`config.mk`:
```
export PLATFORM = sky130hd
export DESIGN_NAME = mem_unit
export DESIGN_NICKNAME = d
export VERILOG_FILES = /design/src/mem_unit_pkg.sv /design/src/queue_if.sv /design/src/load_store_queue.sv /design/src/mem_issue_ctrl.sv /design/src/mem_resp_stage.sv /design/src/mem_unit.sv
export VERILOG_INCLUDE_DIRS = /design/src
export SDC_FILE = /design/constraint.sdc
export NUM_CORES = 2
export LEC_CHECK = 0
export ABC_AREA = 1
export ABC_CLOCK_PERIOD_IN_PS = 21900
export BUFFER_PORTS_ARGS = -buffer_cell sky130_fd_sc_hd__buf_2
export CAP_MARGIN = 20
export CORE_ASPECT_RATIO = 0.7
export CORE_MARGIN = 2
export CORE_UTILIZATION = 55
export CTS_CLUSTER_SIZE = 16
export DETAILED_ROUTE_END_ITERATION = 8
export HOLD_SLACK_MARGIN = 0.06
export PLACE_DENSITY_LB_ADDON = 0.1
export SETUP_SLACK_MARGIN = 0.3
export SLEW_MARGIN = 20
export SYNTH_ARGS = -nofsm -noshare
export SYNTH_HDL_FRONTEND = slang
export SYNTH_SLANG_ARGS = --single-unit
```
`constraint.sdc`:
```
create_clock -name clk_i -period 21.9 [get_ports clk_i]
set_input_delay 1.095 -clock clk_i [delete_from_list [all_inputs] [get_ports clk_i]]
set_output_delay 1.095 -clock clk_i [all_outputs]
set_load 0.05 [all_outputs]
```
`src/mem_unit_cfg.svh`:
```
/* Memory unit configuration
   Data width, queue depth and index widths */
`ifndef MEM_UNIT_CFG_SVH
`define MEM_UNIT_CFG_SVH

// Data and address width
`define MEM_XLEN        64

// Load/store queue entries, power of two
`define MEM_LSQ_DEPTH   8

`define MEM_GL_W        6   // Graduation list index
`define MEM_PREG_W      6   // Physical destination register

// Virtual address bits, the top one is the sign bit
`define MEM_VA_BITS     40

`endif

```
`src/mem_unit_pkg.sv`:
```
/* Memory unit types
   Operations, exception causes and the queued instruction word */
`include "mem_unit_cfg.svh"

package mem_unit_pkg;

    typedef enum logic [3:0] {
        LB, LH, LW, LD,
        LBU, LHU, LWU,
        SB, SH, SW, SD
    } mem_op_t;

    // RISC-V mcause codes for data accesses
    typedef enum logic [3:0] {
        LD_MISALIGNED   = 4'd4,
        LD_ACCESS_FAULT = 4'd5,
        ST_MISALIGNED   = 4'd6,
        ST_ACCESS_FAULT = 4'd7,
        LD_PAGE_FAULT   = 4'd13,
        ST_PAGE_FAULT   = 4'd15
    } exc_cause_t;

    typedef struct packed {
        logic                   valid;
        mem_op_t                op;
        logic [`MEM_XLEN-1:0]   base;
        logic [`MEM_XLEN-1:0]   imm;
        logic [`MEM_XLEN-1:0]   data;       // Store data
        logic [`MEM_GL_W-1:0]   gl_index;
        logic [`MEM_PREG_W-1:0] prd;
    } mem_instr_t;

    typedef struct packed {
        logic                 valid;
        exc_cause_t           cause;
        logic [`MEM_XLEN-1:0] tval;
    } exc_t;

    function automatic logic is_store(mem_op_t op);
        return op inside {SB, SH, SW, SD};
    endfunction

    // Access size in bytes
    function automatic logic [3:0] op_size_bytes(mem_op_t op);
        case (op)
            LB, LBU, SB: return 4'd1;
            LH, LHU, SH: return 4'd2;
            LW, LWU, SW: return 4'd4;
            default:     return 4'd8;
        endcase
    endfunction

endpackage

```
`src/queue_if.sv`:
```
/* Queue port
   Links the load/store queue with issue control and the response stage */
`timescale 1ns/1ps

interface queue_if
    import mem_unit_pkg::*;
();

    mem_instr_t head_instr;     // Entry at the execution pointer
    logic       empty;          // Nothing left to issue
    logic       read_next;      // Advance execution pointer
    logic       retire;         // Free the head entry
    logic       replay;         // Rewind execution pointer to head

    modport lsq (
        output head_instr,
        output empty,
        input  read_next,
        input  retire,
        input  replay
    );

    modport issue (
        input  head_instr,
        input  empty,
        output read_next
    );

    modport resp (
        output retire,
        output replay
    );

endinterface

```
`src/load_store_queue.sv`:
```
/* Load/store queue
   Circular buffer with head, execution and tail pointers and rewind on replay */
`timescale 1ns/1ps
`include "mem_unit_cfg.svh"

module load_store_queue
    import mem_unit_pkg::*;
(
    input  logic       clk_i,
    input  logic       rstn_i,
    input  logic       flush_i,
    input  mem_instr_t instr_i,
    output logic       full_o,
    queue_if.lsq       q
);

    localparam int PTR_W = $clog2(`MEM_LSQ_DEPTH);

    // One extra bit on each pointer tells full from empty
    logic [PTR_W:0] head_q;
    logic [PTR_W:0] exec_q;
    logic [PTR_W:0] tail_q;
    logic           wr_en;

    mem_instr_t entries_q [`MEM_LSQ_DEPTH];

    assign full_o = (tail_q[PTR_W] != head_q[PTR_W]) &&
                    (tail_q[PTR_W-1:0] == head_q[PTR_W-1:0]);

    assign wr_en = instr_i.valid & ~full_o;

    assign q.empty      = (exec_q == tail_q);
    assign q.head_instr = entries_q[exec_q[PTR_W-1:0]];

    ////////////////////////////////////////////////////////////////////////////
    // Storage
    ////////////////////////////////////////////////////////////////////////////

    always_ff @(posedge clk_i) begin
        if (wr_en) begin
            entries_q[tail_q[PTR_W-1:0]] <= instr_i;
        end
    end

    ////////////////////////////////////////////////////////////////////////////
    // Pointers
    ////////////////////////////////////////////////////////////////////////////

    always_ff @(posedge clk_i or negedge rstn_i) begin
        if (!rstn_i) begin
            head_q <= '0;
            exec_q <= '0;
            tail_q <= '0;
        end else if (flush_i) begin
            head_q <= '0;
            exec_q <= '0;
            tail_q <= '0;
        end else begin
            if (wr_en) begin
                tail_q <= tail_q + 1'b1;
            end
            if (q.retire) begin
                head_q <= head_q + 1'b1;
            end
            // Nack restarts issue from the oldest entry
            if (q.replay) begin
                exec_q <= head_q;
            end else if (q.read_next && !q.empty) begin
                exec_q <= exec_q + 1'b1;
            end
        end
    end

endmodule

```
`src/mem_issue_ctrl.sv`:
```
/* Issue control
   Holds the next instruction until the cache and commit allow it, tracks the store in flight */
`timescale 1ns/1ps
`include "mem_unit_cfg.svh"

module mem_issue_ctrl
    import mem_unit_pkg::*;
(
    input  logic                 clk_i,
    input  logic                 rstn_i,
    input  logic                 flush_i,
    queue_if.issue               q,
    input  logic                 dcache_ready_i,
    input  logic                 commit_store_i,
    input  logic                 store_done_i,
    input  logic                 replay_i,
    output logic                 dcache_req_valid_o,
    output mem_op_t              dcache_req_op_o,
    output logic [`MEM_XLEN-1:0] dcache_req_base_o,
    output logic [`MEM_XLEN-1:0] dcache_req_imm_o,
    output mem_instr_t           issued_instr_o,
    output logic                 mem_commit_stall_o,
    output logic [`MEM_GL_W-1:0] mem_gl_index_o
);

    typedef enum logic [1:0] {
        ReadHead,
        WaitReady,
        WaitCommit
    } state_t;

    state_t               state_q;
    state_t               next_state;
    mem_instr_t           held_q;
    mem_instr_t           cand_instr;
    logic                 cand_valid;
    logic                 cand_store;
    logic                 commit_ok;
    logic                 issue;
    logic                 store_in_flight_q;
    logic [`MEM_GL_W-1:0] store_gl_q;

    // Head of the queue when reading, held copy while waiting
    assign cand_instr = (state_q == ReadHead) ? q.head_instr : held_q;
    assign cand_valid = (state_q == ReadHead) ? ~q.empty : 1'b1;
    assign cand_store = is_store(cand_instr.op);

    // Loads go freely, a store needs commit and no other store out
    assign commit_ok = ~cand_store | (commit_store_i & ~store_in_flight_q);

    ////////////////////////////////////////////////////////////////////////////
    // Issue FSM
    ////////////////////////////////////////////////////////////////////////////

    always_comb begin
        next_state = state_q;
        issue      = 1'b0;
        if (cand_valid) begin
            if (dcache_ready_i && commit_ok) begin
                issue      = ~flush_i & ~replay_i;
                next_state = ReadHead;
            end else if (!commit_ok) begin
                next_state = WaitCommit;
            end else begin
                next_state = WaitReady;
            end
        end
    end

    always_ff @(posedge clk_i or negedge rstn_i) begin
        if (!rstn_i) begin
            state_q <= ReadHead;
        end else if (flush_i || replay_i) begin
            state_q <= ReadHead;
        end else begin
            state_q <= next_state;
        end
    end

    // Copy of the head taken each cycle the FSM reads the queue
    always_ff @(posedge clk_i) begin
        if (state_q == ReadHead) begin
            held_q <= q.head_instr;
        end
    end

    assign q.read_next = issue;   // Pointer moves only once the request is taken

    ////////////////////////////////////////////////////////////////////////////
    // Store in flight
    ////////////////////////////////////////////////////////////////////////////

    always_ff @(posedge clk_i or negedge rstn_i) begin
        if (!rstn_i) begin
            store_in_flight_q <= 1'b0;
            store_gl_q        <= '0;
        end else if (flush_i || replay_i) begin
            store_in_flight_q <= 1'b0;   // Replayed store goes out again
        end else if (issue && cand_store) begin
            store_in_flight_q <= 1'b1;
            store_gl_q        <= cand_instr.gl_index;
        end else if (store_done_i) begin
            store_in_flight_q <= 1'b0;
        end
    end

    assign mem_commit_stall_o = ~flush_i &
                                ((cand_valid & cand_store & commit_store_i) |
                                 (store_in_flight_q & ~store_done_i));

    assign mem_gl_index_o = (cand_valid && cand_store && !store_in_flight_q) ?
                            cand_instr.gl_index : store_gl_q;

    // Request to the data cache
    assign dcache_req_valid_o = issue;
    assign dcache_req_op_o    = cand_instr.op;
    assign dcache_req_base_o  = cand_instr.base;
    assign dcache_req_imm_o   = cand_instr.imm;

    always_comb begin
        issued_instr_o       = cand_instr;
        issued_instr_o.valid = issue;
    end

endmodule

```
`src/mem_resp_stage.sv`:
```
/* Response stage
   Two pipeline stages, exception decode, nack replay and in-order writeback */
`timescale 1ns/1ps
`include "mem_unit_cfg.svh"

module mem_resp_stage
    import mem_unit_pkg::*;
(
    input  logic                   clk_i,
    input  logic                   rstn_i,
    input  logic                   flush_i,
    input  mem_instr_t             issued_instr_i,
    queue_if.resp                  q,
    input  logic                   dcache_resp_valid_i,
    input  logic                   dcache_nack_i,
    input  logic [`MEM_XLEN-1:0]   dcache_resp_data_i,
    input  logic [`MEM_XLEN-1:0]   dcache_resp_addr_i,
    input  logic                   dcache_xcpt_ma_i,
    input  logic                   dcache_xcpt_pf_i,
    output logic [`MEM_XLEN-1:0]   dcache_req_data_o,
    output logic                   store_done_o,
    output logic                   replay_o,
    output logic                   wb_valid_o,
    output logic [`MEM_PREG_W-1:0] wb_prd_o,
    output logic [`MEM_GL_W-1:0]   wb_gl_index_o,
    output logic [`MEM_XLEN-1:0]   wb_data_o,
    output exc_t                   wb_xcpt_o,
    output exc_t                   commit_xcpt_o
);

    localparam int SIGN_BIT = `MEM_VA_BITS - 1;

    mem_instr_t                    s1_q;
    mem_instr_t                    s2_q;
    logic                          s1_valid_q;
    logic                          s2_valid_q;
    logic                          s2_live;
    logic                          s2_store;
    logic                          resp_ok;
    logic                          replay;
    logic [`MEM_XLEN-1:SIGN_BIT]   addr_upper;
    logic                          non_canonical;
    exc_t                          exc;

    ////////////////////////////////////////////////////////////////////////////
    // Pipeline s1 and s2
    ////////////////////////////////////////////////////////////////////////////

    always_ff @(posedge clk_i or negedge rstn_i) begin
        if (!rstn_i) begin
            s1_valid_q <= 1'b0;
            s2_valid_q <= 1'b0;
        end else if (flush_i || replay) begin
            s1_valid_q <= 1'b0;
            s2_valid_q <= 1'b0;
        end else begin
            s1_valid_q <= issued_instr_i.valid;
            s2_valid_q <= s1_valid_q;
        end
    end

    always_ff @(posedge clk_i) begin
        s1_q <= issued_instr_i;
        s2_q <= s1_q;
    end

    assign dcache_req_data_o = s1_q.data;   // Store data one cycle after the request

    // Cache answers in s2 with either valid or nack
    assign s2_live  = s2_valid_q & ~flush_i;
    assign s2_store = is_store(s2_q.op);
    assign replay   = s2_live & dcache_nack_i;
    assign resp_ok  = s2_live & dcache_resp_valid_i & ~dcache_nack_i;

    ////////////////////////////////////////////////////////////////////////////
    // Exception decode
    ////////////////////////////////////////////////////////////////////////////

    // Bits above the sign bit must all copy it
    assign addr_upper    = dcache_resp_addr_i[`MEM_XLEN-1:SIGN_BIT];
    assign non_canonical = (|addr_upper) & ~(&addr_upper);

    always_comb begin
        exc = '0;
        if (dcache_xcpt_ma_i) begin
            exc.valid = 1'b1;
            exc.cause = s2_store ? ST_MISALIGNED : LD_MISALIGNED;
        end else if (dcache_xcpt_pf_i) begin
            exc.valid = 1'b1;
            exc.cause = s2_store ? ST_PAGE_FAULT : LD_PAGE_FAULT;
        end else if (non_canonical) begin
            exc.valid = 1'b1;
            exc.cause = s2_store ? ST_ACCESS_FAULT : LD_ACCESS_FAULT;
        end
        if (exc.valid) begin
            exc.tval = dcache_resp_addr_i;   // Faulting address
        end
    end

    ////////////////////////////////////////////////////////////////////////////
    // Queue control and outputs
    ////////////////////////////////////////////////////////////////////////////

    assign q.retire = resp_ok;
    assign q.replay = replay;
    assign replay_o = replay;

    assign store_done_o = resp_ok & s2_store;

    // Loads to writeback, store faults to commit
    assign wb_valid_o    = resp_ok & ~s2_store;
    assign wb_prd_o      = s2_q.prd;
    assign wb_gl_index_o = s2_q.gl_index;
    assign wb_data_o     = dcache_resp_data_i;
    assign wb_xcpt_o     = wb_valid_o ? exc : '0;
    assign commit_xcpt_o = store_done_o ? exc : '0;

endmodule

```
`src/mem_unit.sv`:
```
/* Memory unit top level
   Load/store queue, issue control and response stage behind plain ports */
`timescale 1ns/1ps
`include "mem_unit_cfg.svh"

module mem_unit
    import mem_unit_pkg::*;
(
    input  logic                   clk_i,
    input  logic                   rstn_i,
    input  logic                   flush_i,
    // New instruction
    input  logic                   instr_valid_i,
    input  mem_op_t                instr_op_i,
    input  logic [`MEM_XLEN-1:0]   instr_base_i,
    input  logic [`MEM_XLEN-1:0]   instr_imm_i,
    input  logic [`MEM_XLEN-1:0]   instr_data_i,
    input  logic [`MEM_GL_W-1:0]   instr_gl_index_i,
    input  logic [`MEM_PREG_W-1:0] instr_prd_i,
    input  logic                   commit_store_i,
    // Data cache
    input  logic                   dcache_ready_i,
    input  logic                   dcache_resp_valid_i,
    input  logic                   dcache_nack_i,
    input  logic [`MEM_XLEN-1:0]   dcache_resp_data_i,
    input  logic [`MEM_XLEN-1:0]   dcache_resp_addr_i,
    input  logic                   dcache_xcpt_ma_i,
    input  logic                   dcache_xcpt_pf_i,
    output logic                   dcache_req_valid_o,
    output mem_op_t                dcache_req_op_o,
    output logic [`MEM_XLEN-1:0]   dcache_req_base_o,
    output logic [`MEM_XLEN-1:0]   dcache_req_imm_o,
    output logic [`MEM_XLEN-1:0]   dcache_req_data_o,
    output logic                   dcache_kill_o,
    // Writeback
    output logic                   wb_valid_o,
    output logic [`MEM_PREG_W-1:0] wb_prd_o,
    output logic [`MEM_GL_W-1:0]   wb_gl_index_o,
    output logic [`MEM_XLEN-1:0]   wb_data_o,
    output logic                   wb_xcpt_valid_o,
    output exc_cause_t             wb_xcpt_cause_o,
    output logic [`MEM_XLEN-1:0]   wb_xcpt_tval_o,
    // Commit
    output logic                   commit_xcpt_valid_o,
    output exc_cause_t             commit_xcpt_cause_o,
    output logic [`MEM_XLEN-1:0]   commit_xcpt_tval_o,
    output logic                   mem_commit_stall_o,
    output logic [`MEM_GL_W-1:0]   mem_gl_index_o,
    output logic                   lock_o,
    output logic                   empty_o
);

    mem_instr_t new_instr;
    mem_instr_t issued_instr;
    logic       lsq_full;
    logic       store_done;
    logic       replay;
    exc_t       wb_xcpt;
    exc_t       commit_xcpt;

    queue_if q_if ();

    assign new_instr = '{valid:    instr_valid_i,
                         op:       instr_op_i,
                         base:     instr_base_i,
                         imm:      instr_imm_i,
                         data:     instr_data_i,
                         gl_index: instr_gl_index_i,
                         prd:      instr_prd_i};

    load_store_queue i_lsq (
        .clk_i   (clk_i),
        .rstn_i  (rstn_i),
        .flush_i (flush_i),
        .instr_i (new_instr),
        .full_o  (lsq_full),
        .q       (q_if.lsq)
    );

    mem_issue_ctrl i_issue (
        .clk_i              (clk_i),
        .rstn_i             (rstn_i),
        .flush_i            (flush_i),
        .q                  (q_if.issue),
        .dcache_ready_i     (dcache_ready_i),
        .commit_store_i     (commit_store_i),
        .store_done_i       (store_done),
        .replay_i           (replay),
        .dcache_req_valid_o (dcache_req_valid_o),
        .dcache_req_op_o    (dcache_req_op_o),
        .dcache_req_base_o  (dcache_req_base_o),
        .dcache_req_imm_o   (dcache_req_imm_o),
        .issued_instr_o     (issued_instr),
        .mem_commit_stall_o (mem_commit_stall_o),
        .mem_gl_index_o     (mem_gl_index_o)
    );

    mem_resp_stage i_resp (
        .clk_i               (clk_i),
        .rstn_i              (rstn_i),
        .flush_i             (flush_i),
        .issued_instr_i      (issued_instr),
        .q                   (q_if.resp),
        .dcache_resp_valid_i (dcache_resp_valid_i),
        .dcache_nack_i       (dcache_nack_i),
        .dcache_resp_data_i  (dcache_resp_data_i),
        .dcache_resp_addr_i  (dcache_resp_addr_i),
        .dcache_xcpt_ma_i    (dcache_xcpt_ma_i),
        .dcache_xcpt_pf_i    (dcache_xcpt_pf_i),
        .dcache_req_data_o   (dcache_req_data_o),
        .store_done_o        (store_done),
        .replay_o            (replay),
        .wb_valid_o          (wb_valid_o),
        .wb_prd_o            (wb_prd_o),
        .wb_gl_index_o       (wb_gl_index_o),
        .wb_data_o           (wb_data_o),
        .wb_xcpt_o           (wb_xcpt),
        .commit_xcpt_o       (commit_xcpt)
    );

    assign wb_xcpt_valid_o     = wb_xcpt.valid;
    assign wb_xcpt_cause_o     = wb_xcpt.cause;
    assign wb_xcpt_tval_o      = wb_xcpt.tval;
    assign commit_xcpt_valid_o = commit_xcpt.valid;
    assign commit_xcpt_cause_o = commit_xcpt.cause;
    assign commit_xcpt_tval_o  = commit_xcpt.tval;

    assign dcache_kill_o = flush_i;
    assign lock_o        = lsq_full;     // Upstream must hold new instructions
    assign empty_o       = q_if.empty;

endmodule

```
==> out/results.ini <==
[clock_network]
clock-root-buffer=clkbuf_16
post_cts_resized=0
clk_latency_ps=820
path_clk_slew_ps=70
cts_tree=built
clockBufferDepth=3
postCtsHoldBufs=0
cts_setup_buffers=0
numCtsBuffers=175
h-tree-depth=4
clock-sinks=1911

[setup_path]
reg2reg_from=i_lsq.exec_q[0]
startpoint_type=flip-flop
critPathKind=reg -> out
critical_path.cell_chain=buf_4 > buf_4 > nand2_1 > nand3_1 > nand3_1 > a21boi_0 > nand2_1 > nand2_1 > nand2_1 > nor2_4 > nand2_1 > nand2_1 > nand2_1 > buf_2
crit_path_frequent_cell=nand2_1
max_stage_delay_ps=900
cp-end-kind=output port
required_ps=20810
cp_data_arrival_time_ps=5320
slowest_stage=buf_4
r2r-end=i_lsq.exec_q[0]
ff2ff_path_depth=13
path_max_fanout=101
reg2reg_slack_ps=17260

[logic_synthesis]
synth_warnings=0
mappedNetlistArea_sq_mm=0.07400
synthFlopType=edfxtp_1
synth_fp_nets=6111
syn_avg_cell_area_sq_um=12.84
async_flop_share_pct=1.204
yosysSeqAreaShare_pct=75.31
synth_largest_area_cell=edfxtp_1
synth_edf_count=1734
synth-seq-cells=1911
yosys.area.top_type_share_pct=70.36
synthTopCellsByArea=edfxtp_1 70%, nor2_1 4.7%, dfxtp_1 4.2%, o21ai_0 4.2%, nand2_1 4.0%
ys_types=34
netlist_instances=5762

[status]
outcome=finished clean

[drt]
ant_nets=0
first_pass_iters=5
drtIter0Drc=4430
wl_um=198300
post-route-drc-count=0
wl_per_cell_um=24.95
via_per_inst=5.751
vias=45720

[placement]
dp.cells=7602
port_buffers=638
routabilityCongestion=1.024
post-dp-hpwl_um=108800

[sta]
setup-tns-final_ps=0
drv_slew=0
rsz0062_at_grt=false
setup_viol=0
fin_hold_ws_ps=326.9
max_slew.worst_pin.slew_ps=1137
period_needed_ps=6414
fin_skew_ps=31.16
max_freq_mhz=155.9
post-route-period-util_pct=29.29
relSlewSlack_pct=24.17
hold_viol=0

[layout]
finalNetCount=6362
final_common_cell=edfxtp_1
final_cell_mix=1,734 x edfxtp_1, 918 x nor2_1, 793 x nand2_1
register_area_sq_mm=0.05574
drive_gt1_share_pct=15.92
fin_cells=7949
area_growth_pct=11.34
num-fill-cells=10350
multi_input_area_sq_mm=0.01447

[global_route]
grt_usage_pct=28.29
grt_antenna_before_repair=60
grt_pass1_wl_um=290700
grt_pass1_vias=42990
grt_start_max_net_pins=155
grt_overflow=0

[die]
io_pins=768
fp-row-count=112
core-area_sq_mm=0.1334
die_w_um=442.4
die_y_um=310.9
die-area_sq_mm=0.1376
start_util_pct=55.47

[flow_run]
drv_cap=0

[worst_hold_path]
hold_class=in -> async

[pwr]
total_power_w=0.01215
power_density_mw_per_mm2=147.5
vdd.ir_drop.worst_v=0.0001399
p_leak_nw=29.74

==> critical path: cells and delay by family (launching register included) <==
family,cells,cell delay [ps]
flops,1,830
simple gates,10,1640
buf+inv,3,1780
compound gates,1,210
==> cell usage after synthesis, types with 6 or more instances <==
cell	n
nor2_1	928
o221ai_1	74
nor3_1	7
o21ai_0	616
nand4_1	80
o22ai_1	131
edfxtp_1	1734
nand3_1	169
buf_2	56
a22o_1	6
dfrtp_1	23
a21oi_1	136
buf_4	278
dfxtp_1	154
a221oi_1	60
buf_1	32
clkbuf_1	262
nand2_1	796
inv_1	113
nor4_1	8
a31oi_1	73
==> worst max path at each step <==
stage                           start                  to  slack [ps]  depth (start not counted)
4_1_cts               i_lsq.exec_q[0]   mem_gl_index_o[3]       15480                         14
3_3_place_gp          i_lsq.exec_q[0]   mem_gl_index_o[3]       16430                         16
6_report              i_lsq.exec_q[0]   mem_gl_index_o[3]       15490                         14
5_1_grt               i_lsq.exec_q[0]   mem_gl_index_o[1]       15060                         16
3_5_place_dp   dcache_resp_addr_i[51]  wb_xcpt_cause_o[2]       16370                         10
2_1_floorplan           instr_valid_i     i_lsq.tail_q[3]       10950                          6
==> metrics by stage <==
stage | cell area, sq um | util (%) | worst slack (ps)
after floorplan | 74000 | - | 10950
after global placement | 76650 | 57.46 | 16430
after detailed placement | 76650 | 57.46 | 16370
after CTS | 82320 | 61.70 | 15480
after global routing | 82380 | 61.75 | 15060
final | 82390 | 61.76 | 15490
==> flip-flops by register name, summed over array words and instances, names as in the netlist <==
| signal | cells |
|---|---|
| i_resp.s1_valid_q | 1 |
| i_lsq.head_q | 4 |
| i_resp.wb_gl_index_o | 6 |
| i_resp.s2_valid_q | 1 |
| i_resp.s2_q | 4 |
| i_issue.state_q | 2 |
| i_lsq.exec_q | 4 |
| i_resp.dcache_req_data_o | 64 |
| i_issue.store_in_flight_q | 1 |
| i_issue.store_gl_q | 6 |
| i_resp.wb_prd_o | 6 |
| i_lsq.entries_q | 1664 |
| i_issue.held_q | 144 |
| i_lsq.tail_q | 4 |
==> layout make-up <==
class                   count  area share, %
flip-flops and latches   1911          67.65
multi-input cells        3108          17.56
clock buffers             245          5.957
repair buffers            702          4.615
well taps                1767          2.683
clock inverters            80         0.9142
inverters                 115         0.5619
diodes                     21        0.06378
==> logic make-up (layout without fill, tap and decap cells) <==
family          after synthesis  in the layout  synth area share [%]
buf+inv                     743           1142                 5.273
simple gates               1992           1992                 10.72
other cells                   1             22              0.005067
xor+xnor                      7              7               0.08285
compound gates             1105           1105                 8.558
flops                      1911           1911                 75.31
fa+ha+maj                     3              3               0.05073
==> layer usage <==
layer  up-vias  global-route usage (%)  part of all wire [%]
met1     22580                   38.18                    41
met2      1682                   45.40                    48
li1      21030                       -                     -
met5         -                  0.4831                  0.13
met4        32                   11.93                   4.0
met3       392                   5.353                   6.7
==> power breakdown <==
part           internal [W]  leakage, nW  switching, W
clock               0.00169         2.77       0.00133
combinational      0.000964         9.54       0.00368
sequential          0.00437         17.4      0.000119
(Power assumes the default switching activity.)
